==> src/logic/gbt_pkg.sv <==
package gbt_pkg;

  // ----------------------------------------
  // widths
  // ----------------------------------------

  typedef logic [9:0]  frame_t;   // ttc in 9:6, payload in 5:0
  typedef logic [5:0]  payload_t;
  typedef logic [31:0] addr_t;
  typedef logic [31:0] word_t;
  typedef logic [11:0] bx_t;
  typedef logic [31:0] l1a_cnt_t;

  // ----------------------------------------
  // frame format and register map
  // ----------------------------------------

  localparam payload_t   START_MARK  = 6'h2A;
  localparam int         PKT_BODY    = 11;            // frames after the marker
  localparam int         PKT_BITS    = PKT_BODY * 6;  // valid/flag + we + addr + data
  localparam bx_t        BX_MAX      = 12'd3563;
  localparam logic [7:0] REG_BASE    = 8'h40;         // addr 31:24 of the bank
  localparam int         NUM_REGS    = 16;
  localparam int         REG_IDX_W   = $clog2(NUM_REGS);
  localparam logic [1:0] RESP_OKAY   = 2'b00;
  localparam logic [1:0] RESP_SLVERR = 2'b10;

  // ----------------------------------------
  // bundles
  // ----------------------------------------

  typedef struct packed {
    logic l1a;       // frame bit 9
    logic calpulse;
    logic resync;
    logic bc0;       // frame bit 6
  } ttc_t;

  typedef struct packed {
    logic  we;
    addr_t addr;
    word_t data;
  } gbt_req_t;

  typedef struct packed {
    logic  err;
    addr_t addr;
    word_t data;
  } gbt_rsp_t;

  typedef struct packed {
    logic       awvalid;
    addr_t      awaddr;
    logic       wvalid;
    word_t      wdata;
    logic       bready;
    logic       arvalid;
    addr_t      araddr;
    logic       rready;
  } axil_req_t;

  typedef struct packed {
    logic       awready;
    logic       wready;
    logic       bvalid;
    logic [1:0] bresp;
    logic       arready;
    logic       rvalid;
    word_t      rdata;
    logic [1:0] rresp;
  } axil_rsp_t;

  typedef enum logic {
    RX_HUNT,
    RX_BODY
  } rx_state_e;

endpackage

==> src/logic/gbt_axil_master.sv <==
`timescale 1ns/1ps

module gbt_axil_master import gbt_pkg::*; (
  input  logic      clk40,
  input  logic      rst_n_i,
  input  logic      req_valid_i,
  input  gbt_req_t  req_i,
  output axil_req_t axil_o,
  input  axil_rsp_t axil_i,
  output logic      rsp_valid_o,
  output gbt_rsp_t  rsp_o,
  input  logic      rsp_ready_i
);

  gbt_req_t buf_req_q;
  gbt_req_t act_req_q;
  logic     buf_valid_q;
  logic     act_q;       // a transaction is in flight
  logic     aw_pend_q;
  logic     w_pend_q;
  logic     ar_pend_q;
  logic     load;
  logic     take;
  logic     rd_active;
  logic     wr_done;
  logic     rd_done;

  assign load      = buf_valid_q && !act_q;
  assign take      = req_valid_i && (!buf_valid_q || load); // full buffer drops the request
  assign rd_active = act_q && !act_req_q.we;
  assign wr_done   = act_q && act_req_q.we && axil_i.bvalid;
  assign rd_done   = rd_active && axil_i.rvalid && rsp_ready_i;

  // ----------------------------------------
  // one-entry request buffer
  // ----------------------------------------

  always_ff @(posedge clk40) begin
    if (!rst_n_i) begin
      buf_valid_q <= 1'b0;
    end else if (take) begin
      buf_valid_q <= 1'b1;
    end else if (load) begin
      buf_valid_q <= 1'b0;
    end
  end

  always_ff @(posedge clk40) begin
    if (take) begin
      buf_req_q <= req_i;
    end
    if (load) begin
      act_req_q <= buf_req_q;
    end
  end

  // ----------------------------------------
  // active transaction
  // ----------------------------------------

  always_ff @(posedge clk40) begin
    if (!rst_n_i) begin
      act_q     <= 1'b0;
      aw_pend_q <= 1'b0;
      w_pend_q  <= 1'b0;
      ar_pend_q <= 1'b0;
    end else if (load) begin
      act_q     <= 1'b1;
      aw_pend_q <= buf_req_q.we;
      w_pend_q  <= buf_req_q.we;
      ar_pend_q <= !buf_req_q.we;
    end else begin
      if (aw_pend_q && axil_i.awready) aw_pend_q <= 1'b0;
      if (w_pend_q && axil_i.wready)   w_pend_q  <= 1'b0;
      if (ar_pend_q && axil_i.arready) ar_pend_q <= 1'b0;
      if (wr_done || rd_done)          act_q     <= 1'b0;
    end
  end

  always_comb begin
    axil_o         = '0;
    axil_o.awvalid = aw_pend_q;
    axil_o.awaddr  = act_req_q.addr;
    axil_o.wvalid  = w_pend_q;
    axil_o.wdata   = act_req_q.data;
    axil_o.bready  = act_q && act_req_q.we;
    axil_o.arvalid = ar_pend_q;
    axil_o.araddr  = act_req_q.addr;
    axil_o.rready  = rd_active && rsp_ready_i; // stall reads while tx busy
  end

  // read data goes straight to the transmitter
  assign rsp_valid_o = axil_i.rvalid;
  assign rsp_o.err   = |axil_i.rresp;
  assign rsp_o.addr  = act_req_q.addr;
  assign rsp_o.data  = axil_i.rdata;

  a_aw_hold: assert property (
    @(posedge clk40) disable iff (!rst_n_i)
    axil_o.awvalid && !axil_i.awready |=> axil_o.awvalid
  );

endmodule

==> src/logic/gbt_frame_rx.sv <==
`timescale 1ns/1ps

module gbt_frame_rx import gbt_pkg::*; (
  input  logic     clk40,
  input  logic     rst_n_i,
  input  frame_t   frame_i,
  output ttc_t     ttc_o,
  output logic     req_valid_o,
  output gbt_req_t req_o
);

  localparam logic [3:0] LAST_BODY = 4'(PKT_BODY - 1);

  rx_state_e             state_q;
  logic [3:0]            body_cnt_q;
  logic [PKT_BITS-1:0]   shift_q;     // payloads, first frame on top
  logic                  req_valid_q;
  ttc_t                  ttc_q;
  payload_t              payload;

  assign payload = frame_i[5:0];

  // ----------------------------------------
  // packet framing
  // ----------------------------------------

  always_ff @(posedge clk40) begin
    if (!rst_n_i) begin
      state_q     <= RX_HUNT;
      body_cnt_q  <= '0;
      req_valid_q <= 1'b0;
      ttc_q       <= '0;
    end else begin
      ttc_q       <= ttc_t'(frame_i[9:6]); // every frame in or out of a packet
      req_valid_q <= 1'b0;
      case (state_q)
        RX_HUNT: begin
          if (payload == START_MARK) begin
            state_q    <= RX_BODY;
            body_cnt_q <= '0;
          end
        end
        RX_BODY: begin
          body_cnt_q <= body_cnt_q + 4'd1;
          if (body_cnt_q == LAST_BODY) begin
            state_q     <= RX_HUNT;
            req_valid_q <= shift_q[PKT_BITS-7]; // valid bit sits one shift short of the top
          end
        end
        default: state_q <= RX_HUNT;
      endcase
    end
  end

  // markers inside the body are plain data
  always_ff @(posedge clk40) begin
    if (state_q == RX_BODY) begin
      shift_q <= {shift_q[PKT_BITS-7:0], payload};
    end
  end

  assign ttc_o       = ttc_q;
  assign req_valid_o = req_valid_q;
  assign req_o.we    = shift_q[64];
  assign req_o.addr  = shift_q[63:32];
  assign req_o.data  = shift_q[31:0];

  // a packet needs twelve frames, so requests cannot come back to back
  a_req_single: assert property (
    @(posedge clk40) disable iff (!rst_n_i)
    req_valid_o |=> !req_valid_o
  );

endmodule

==> src/logic/gbt_frame_tx.sv <==
`timescale 1ns/1ps

module gbt_frame_tx import gbt_pkg::*; (
  input  logic     clk40,
  input  logic     rst_n_i,
  input  logic     rsp_valid_i,
  input  gbt_rsp_t rsp_i,
  output logic     rsp_ready_o,
  output frame_t   frame_o
);

  localparam logic [3:0] LAST_BODY = 4'(PKT_BODY - 1);

  logic                busy_q;
  logic [3:0]          frm_cnt_q;
  logic [PKT_BITS-1:0] shift_q;    // flag, err, addr, data
  frame_t              frame_q;
  logic                start;

  assign rsp_ready_o = !busy_q;
  assign start       = rsp_valid_i && !busy_q;

  // ----------------------------------------
  // frame sequencer
  // ----------------------------------------

  always_ff @(posedge clk40) begin
    if (!rst_n_i) begin
      busy_q    <= 1'b0;
      frm_cnt_q <= '0;
      frame_q   <= '0;                        // idle frame
    end else if (start) begin
      busy_q    <= 1'b1;
      frm_cnt_q <= '0;
      frame_q   <= {4'b0000, START_MARK};
    end else if (busy_q) begin
      frm_cnt_q <= frm_cnt_q + 4'd1;
      frame_q   <= {4'b0000, shift_q[PKT_BITS-1 -: 6]}; // msb field first
      if (frm_cnt_q == LAST_BODY) begin
        busy_q <= 1'b0;
      end
    end else begin
      frame_q <= '0;
    end
  end

  always_ff @(posedge clk40) begin
    if (start) begin
      shift_q <= {1'b1, rsp_i.err, rsp_i.addr, rsp_i.data};
    end else if (busy_q) begin
      shift_q <= {shift_q[PKT_BITS-7:0], 6'b000000};
    end
  end

  assign frame_o = frame_q;

endmodule

==> src/logic/gbt_link_top.sv <==
`timescale 1ns/1ps

module gbt_link_top import gbt_pkg::*; (
  input  logic   clk40,
  input  logic   rst_n_i,
  input  frame_t gbt_rx_data_i,
  output frame_t gbt_tx_data_o,
  output ttc_t   ttc_pulse_o,
  output bx_t    bx_cnt_o
);

  ttc_t      ttc;
  logic      req_valid;
  gbt_req_t  req;
  l1a_cnt_t  l1a_cnt;
  axil_req_t axil_req;
  axil_rsp_t axil_rsp;
  logic      rsp_valid;
  logic      rsp_ready;
  gbt_rsp_t  rsp;

  // ----------------------------------------
  // receive side
  // ----------------------------------------

  gbt_frame_rx rx_i (
    .clk40       (clk40),
    .rst_n_i     (rst_n_i),
    .frame_i     (gbt_rx_data_i),
    .ttc_o       (ttc),
    .req_valid_o (req_valid),
    .req_o       (req)
  );

  ttc_decoder ttc_i (
    .clk40       (clk40),
    .rst_n_i     (rst_n_i),
    .ttc_i       (ttc),
    .ttc_pulse_o (ttc_pulse_o),
    .bx_cnt_o    (bx_cnt_o),
    .l1a_cnt_o   (l1a_cnt)
  );

  // ----------------------------------------
  // bus and transmit side
  // ----------------------------------------

  gbt_axil_master master_i (
    .clk40       (clk40),
    .rst_n_i     (rst_n_i),
    .req_valid_i (req_valid),
    .req_i       (req),
    .axil_o      (axil_req),
    .axil_i      (axil_rsp),
    .rsp_valid_o (rsp_valid),
    .rsp_o       (rsp),
    .rsp_ready_i (rsp_ready)
  );

  gbt_reg_file regs_i (
    .clk40     (clk40),
    .rst_n_i   (rst_n_i),
    .axil_i    (axil_req),
    .axil_o    (axil_rsp),
    .l1a_cnt_i (l1a_cnt)
  );

  gbt_frame_tx tx_i (
    .clk40       (clk40),
    .rst_n_i     (rst_n_i),
    .rsp_valid_i (rsp_valid),
    .rsp_i       (rsp),
    .rsp_ready_o (rsp_ready),
    .frame_o     (gbt_tx_data_o)
  );

endmodule

==> src/logic/gbt_reg_file.sv <==
`timescale 1ns/1ps

module gbt_reg_file import gbt_pkg::*; (
  input  logic      clk40,
  input  logic      rst_n_i,
  input  axil_req_t axil_i,
  output axil_rsp_t axil_o,
  input  l1a_cnt_t  l1a_cnt_i
);

  word_t                regs_q [1:NUM_REGS-1]; // reg 0 is the l1a count
  logic                 bvalid_q;
  logic                 rvalid_q;
  logic [1:0]           bresp_q;
  logic [1:0]           rresp_q;
  word_t                rdata_q;
  logic                 wr_take;
  logic                 rd_take;
  logic                 wr_ok;
  logic                 rd_ok;
  logic [REG_IDX_W-1:0] wr_idx;
  logic [REG_IDX_W-1:0] rd_idx;
  word_t                rd_word;

  function automatic logic addr_in_bank(addr_t a);
    return (a[31:24] == REG_BASE) && (a[23:6] == '0);
  endfunction

  assign wr_take = axil_i.awvalid && axil_i.wvalid && !bvalid_q;
  assign rd_take = axil_i.arvalid && !rvalid_q;
  assign wr_ok   = addr_in_bank(axil_i.awaddr);
  assign rd_ok   = addr_in_bank(axil_i.araddr);
  assign wr_idx  = axil_i.awaddr[REG_IDX_W+1:2];
  assign rd_idx  = axil_i.araddr[REG_IDX_W+1:2];

  always_comb begin
    if (!rd_ok) begin
      rd_word = '0;
    end else if (rd_idx == '0) begin
      rd_word = l1a_cnt_i;
    end else begin
      rd_word = regs_q[rd_idx];
    end
  end

  // ----------------------------------------
  // write channel
  // ----------------------------------------

  always_ff @(posedge clk40) begin
    if (!rst_n_i) begin
      bvalid_q <= 1'b0;
      for (int i = 1; i < NUM_REGS; i++) begin
        regs_q[i] <= '0;
      end
    end else if (wr_take) begin
      bvalid_q <= 1'b1;
      if (wr_ok && (wr_idx != '0)) begin // reg 0 silently read-only
        regs_q[wr_idx] <= axil_i.wdata;
      end
    end else if (axil_i.bready) begin
      bvalid_q <= 1'b0;
    end
  end

  // ----------------------------------------
  // read channel
  // ----------------------------------------

  always_ff @(posedge clk40) begin
    if (!rst_n_i) begin
      rvalid_q <= 1'b0;
    end else if (rd_take) begin
      rvalid_q <= 1'b1;
    end else if (axil_i.rready) begin
      rvalid_q <= 1'b0;
    end
  end

  always_ff @(posedge clk40) begin
    if (wr_take) begin
      bresp_q <= wr_ok ? RESP_OKAY : RESP_SLVERR;
    end
    if (rd_take) begin
      rresp_q <= rd_ok ? RESP_OKAY : RESP_SLVERR;
      rdata_q <= rd_word;
    end
  end

  assign axil_o.awready = wr_take;
  assign axil_o.wready  = wr_take;
  assign axil_o.bvalid  = bvalid_q;
  assign axil_o.bresp   = bresp_q;
  assign axil_o.arready = rd_take;
  assign axil_o.rvalid  = rvalid_q;
  assign axil_o.rdata   = rdata_q;
  assign axil_o.rresp   = rresp_q;

  a_r_hold: assert property (
    @(posedge clk40) disable iff (!rst_n_i)
    axil_o.rvalid && !axil_i.rready |=> axil_o.rvalid && $stable(axil_o.rdata)
  );

endmodule

==> src/logic/ttc_decoder.sv <==
`timescale 1ns/1ps

module ttc_decoder import gbt_pkg::*; (
  input  logic     clk40,
  input  logic     rst_n_i,
  input  ttc_t     ttc_i,
  output ttc_t     ttc_pulse_o,
  output bx_t      bx_cnt_o,
  output l1a_cnt_t l1a_cnt_o
);

  ttc_t     pulse_q;
  bx_t      bx_q;
  l1a_cnt_t l1a_q;

  always_ff @(posedge clk40) begin
    if (!rst_n_i) begin
      pulse_q <= '0;
      bx_q    <= '0;
      l1a_q   <= '0;
    end else begin
      pulse_q <= ttc_i;

      if (ttc_i.bc0 || (bx_q == BX_MAX)) begin
        bx_q <= '0;             // orbit start or wrap
      end else begin
        bx_q <= bx_q + 12'd1;
      end

      if (ttc_i.resync) begin
        l1a_q <= '0;            // resync beats a coincident l1a
      end else if (ttc_i.l1a) begin
        l1a_q <= l1a_q + 32'd1;
      end
    end
  end

  assign ttc_pulse_o = pulse_q;
  assign bx_cnt_o    = bx_q;
  assign l1a_cnt_o   = l1a_q;

  a_bx_range: assert property (
    @(posedge clk40) disable iff (!rst_n_i)
    bx_cnt_o <= BX_MAX
  );

endmodule

==> config.mk <==
export PLATFORM = sky130hd
export DESIGN_NAME = gbt_link_top
export DESIGN_NICKNAME = d
export VERILOG_FILES = /design/src/logic/gbt_pkg.sv /design/src/logic/gbt_axil_master.sv /design/src/logic/gbt_frame_rx.sv /design/src/logic/gbt_frame_tx.sv /design/src/logic/gbt_link_top.sv /design/src/logic/gbt_reg_file.sv /design/src/logic/ttc_decoder.sv
export SDC_FILE = /design/constraint.sdc
export NUM_CORES = 1
export LEC_CHECK = 0
export BUFFER_PORTS_ARGS = -buffer_cell sky130_fd_sc_hd__clkbuf_2
export CORE_MARGIN = 4
export CORE_UTILIZATION = 30
export DETAILED_ROUTE_END_ITERATION = 16
export GPL_TIMING_DRIVEN = 1
export SYNTH_ARGS = -nofsm -noshare
export SYNTH_HDL_FRONTEND = slang
export SYNTH_SLANG_ARGS = --single-unit
==> constraint.sdc <==
create_clock -name clk40 -period 6.69 [get_ports clk40]
set_input_delay 0.669 -clock clk40 [delete_from_list [all_inputs] [get_ports clk40]]
set_output_delay 0.669 -clock clk40 [all_outputs]
set_load 0.02 [all_outputs]
==> impl_metrics.ini <==
[place]
dpl.hpwl_mm = 57.3
port_buffers = 33
place.gp.congestion = 0.816
place_ws_ns = 3.01

[cells_and_area]
n_fill_cell = 11249
nNetsFinal = 2420
area_growth_pct = 12.4
final_common_cell = edfxtp_1
antenna_cells = 0
final_cell_mix = edfxtp_1 (805), nor2_1 (438), nand2_1 (315)
drive_gt1_frac = 0.154

[timing]
worstMarginPinSlew_ns = 1.03
min_period_ns = 3.73
fmax_ghz = 0.268
slew_headroom = 0.310
rsz0062_at_grt = no
setup_viol = 0
setup_slack_ns = 2.96
period_share = 0.557
hold_viol = 0
slew_violations = 0
setup_tns_ns = 0
skew_ns = 0.0553

[route]
initialDrtViolationCount = 2126
vias_per_cell = 4.83
vias = 19395
drt-total-wl_mm = 90.9
post_drt_wl_per_cell_um = 22.7
firstDrtPassIters = 5
drc = 0
ant_nets = 0

[synthesis]
synth-adder-area-share = 0.00210
synth_compound_area_frac = 0.0156
yosys.area_share.simple = 0.125
async_reset_ff_frac = 0
seq_area_frac_synth = 0.722
synthMuxAreaShare = 0.100
synthCells = 2397
ys_ff_latch = 886
avgSynthCellArea_sq_um = 14.9
synth_edf_count = 805
yosysWarnings = 0
netlist_area_sq_um = 35700
synth_top_family_by_area = simple AND/OR/NAND/NOR gates
ys.flop_type = edfxtp_1
synthDistinctLibCells = 51
synth_xor_area_frac = 0.0103

[floorplan]
die_w_um = 353
rows = 126
die_y_um = 353
start_util = 0.303
core_area_sq_um = 118000
ios = 38
fp.dieArea_sq_um = 125000

[setup_path]
cp_num_buf_inv = 1
reg2reg_depth = 6
cp-start-kind = flop
end_kind = flop
reg2reg_slack_ns = 2.96
crit-reg2reg-capture = regs_i.regs_q[3][22]
crit_slowest_cell = nand2_2
crit_arrival_ns = 3.99
critical_path_class = flop to flop
path_delay_family = simple AND/OR/NAND/NOR gates
crit_required_ns = 6.95
path_cells = nor4b_2 -> nand4_1 -> nor4_4 -> buf_4 -> nand4_4 -> nand2_2
slowest_delay_ns = 1.01
worstPathMaxFanout = 33
r2r_start = master_i.axil_o[32]

[flow_run]
maxCapViolCount = 0

[global_route]
grt_pass1_vias = 19370
grt_max_degree = 87
grt_overflow = 0
grt_pass1_wl_mm = 133
grt.total_usage = 0.143
antenna_found_initial = 9

[clock_tree]
clkSinkCount = 886
clock_latency_ns = 0.68
postCtsSetupRepairBufs = 0
ctsHoldBuffers = 0
cts_resized = 0
cts_inserted_buffers = 90
clockRootBuffer = clkbuf_16
cts_buffer_depth = 3
cts_max_level = 3
cts_tree = yes
cts.clk_slew.worst_paths_ns = 0.06

[hold_path]
min_from = gbt_rx_data_i[2]
hold-path-cell-count = 1
hold_end = rx_i.shift_q[2]
min_path_type = primary input to flop

[outcome]
status = finished, final reports clean

[pwr]
leakage_nw = 12.9
ir_drop_uv = 220
power_density_nw_per_um2 = 281
per-layer routing:
metal	global-route usage	vias to the layer above	routed length (um)
li1	-	8662	-
met1	0.192	9891	37900
met2	0.220	693	41200
met3	0.0359	145	7760
met4	0.0643	4	4030
met5	0	-	26
power by group:
group          switching (mW)  internal, mW
sequential             0.0514          6.16
clock                    2.14          2.66
combinational           0.182        0.0819
final cells by class:
type,count,area [sq um],share of cell area
clock inverters,48,369,0.00919
well taps,1536,1920,0.0479
clock buffers,119,2400,0.0598
repair buffers,50,333,0.00829
multi-input cells,1363,9280,0.231
inverters,11,41.3,0.00103
flip-flops and latches,886,25800,0.643
per-stage QoR:
| step | instances | hold WS (ns) | power, mW | util | instance area [sq um] |
|---|---|---|---|---|---|
| 6_report | 4013 | 0.212 | 11.3 | 0.340 | 40200 |
| 4_1_cts | 4013 | 0.168 | 11.3 | 0.340 | 40200 |
| 5_1_grt | 4013 | 0.190 | 11.6 | 0.340 | 40200 |
| 3_3_place_gp | 3846 | 0.400 | 6.58 | 0.317 | 37400 |
| 3_5_place_dp | 3846 | 0.405 | 6.59 | 0.317 | 37400 |
| 2_1_floorplan | 2432 | 0.400 | 6.46 | - | 35900 |
how the worst max path moves through the flow:
stage / from / endpoint / slack, ns / cells past startpoint
global route: master_i.axil_o[26] / regs_i.regs_q[4][15] / 2.82 / 6
CTS: master_i.axil_o[32] / regs_i.regs_q[3][22] / 2.97 / 6
floorplan: master_i.act_q / master_i.buf_req_q[0] / 1.02 / 1
finish: master_i.axil_o[32] / regs_i.regs_q[3][22] / 2.96 / 6
global placement: master_i.axil_o[32] / regs_i.regs_q[3][22] / 3.02 / 6
detailed placement: master_i.axil_o[32] / regs_i.regs_q[3][22] / 3.01 / 6
flip-flops by register name, indices dropped and copies added (netlist names), 4 cells and up, named ones only:
| signal | count |
|---|---|
| ttc_i.ttc_pulse_o | 4 |
| rx_i.shift_q | 65 |
| ttc_i.l1a_cnt_o | 32 |
| tx_i.shift_q | 66 |
| tx_i.frame_o | 6 |
| regs_i.regs_q | 512 |
| regs_i.rdata_q | 32 |
| rx_i.ttc_o | 4 |
| master_i.buf_req_q | 65 |
| ttc_i.bx_cnt_o | 12 |
| rx_i.body_cnt_q | 4 |
| tx_i.frm_cnt_q | 4 |
| master_i.axil_o | 64 |
cells by family after synthesis:
kind of cell | Yosys count
multiplexers | 194
buffers and inverters | 183
other | 1
adder cells (fa/ha/maj) | 6
AND/OR/NAND/NOR | 997
XOR/XNOR | 42
flip-flops | 886
AO/OA/AOI/OAI | 88
cell usage after synthesis (15+ instances only):
cell type	count	share of area
edfxtp_1	805	0.68
dfxtp_1	81	0.045
xnor2_1	27	0.0066
nor4_1	16	0.0028
buf_2	48	0.0067
a21oi_1	36	0.0050
nand3_1	19	0.0027
xor2_1	15	0.0037
mux2i_1	34	0.0095
clkbuf_1	89	0.0094
o211ai_1	33	0.0069
nor2_1	438	0.046
and2_1	112	0.020
nand2_1	327	0.034
mux2_2	32	0.010
mux4_2	128	0.081
Note: power is estimated with default switching activity, not from simulation.
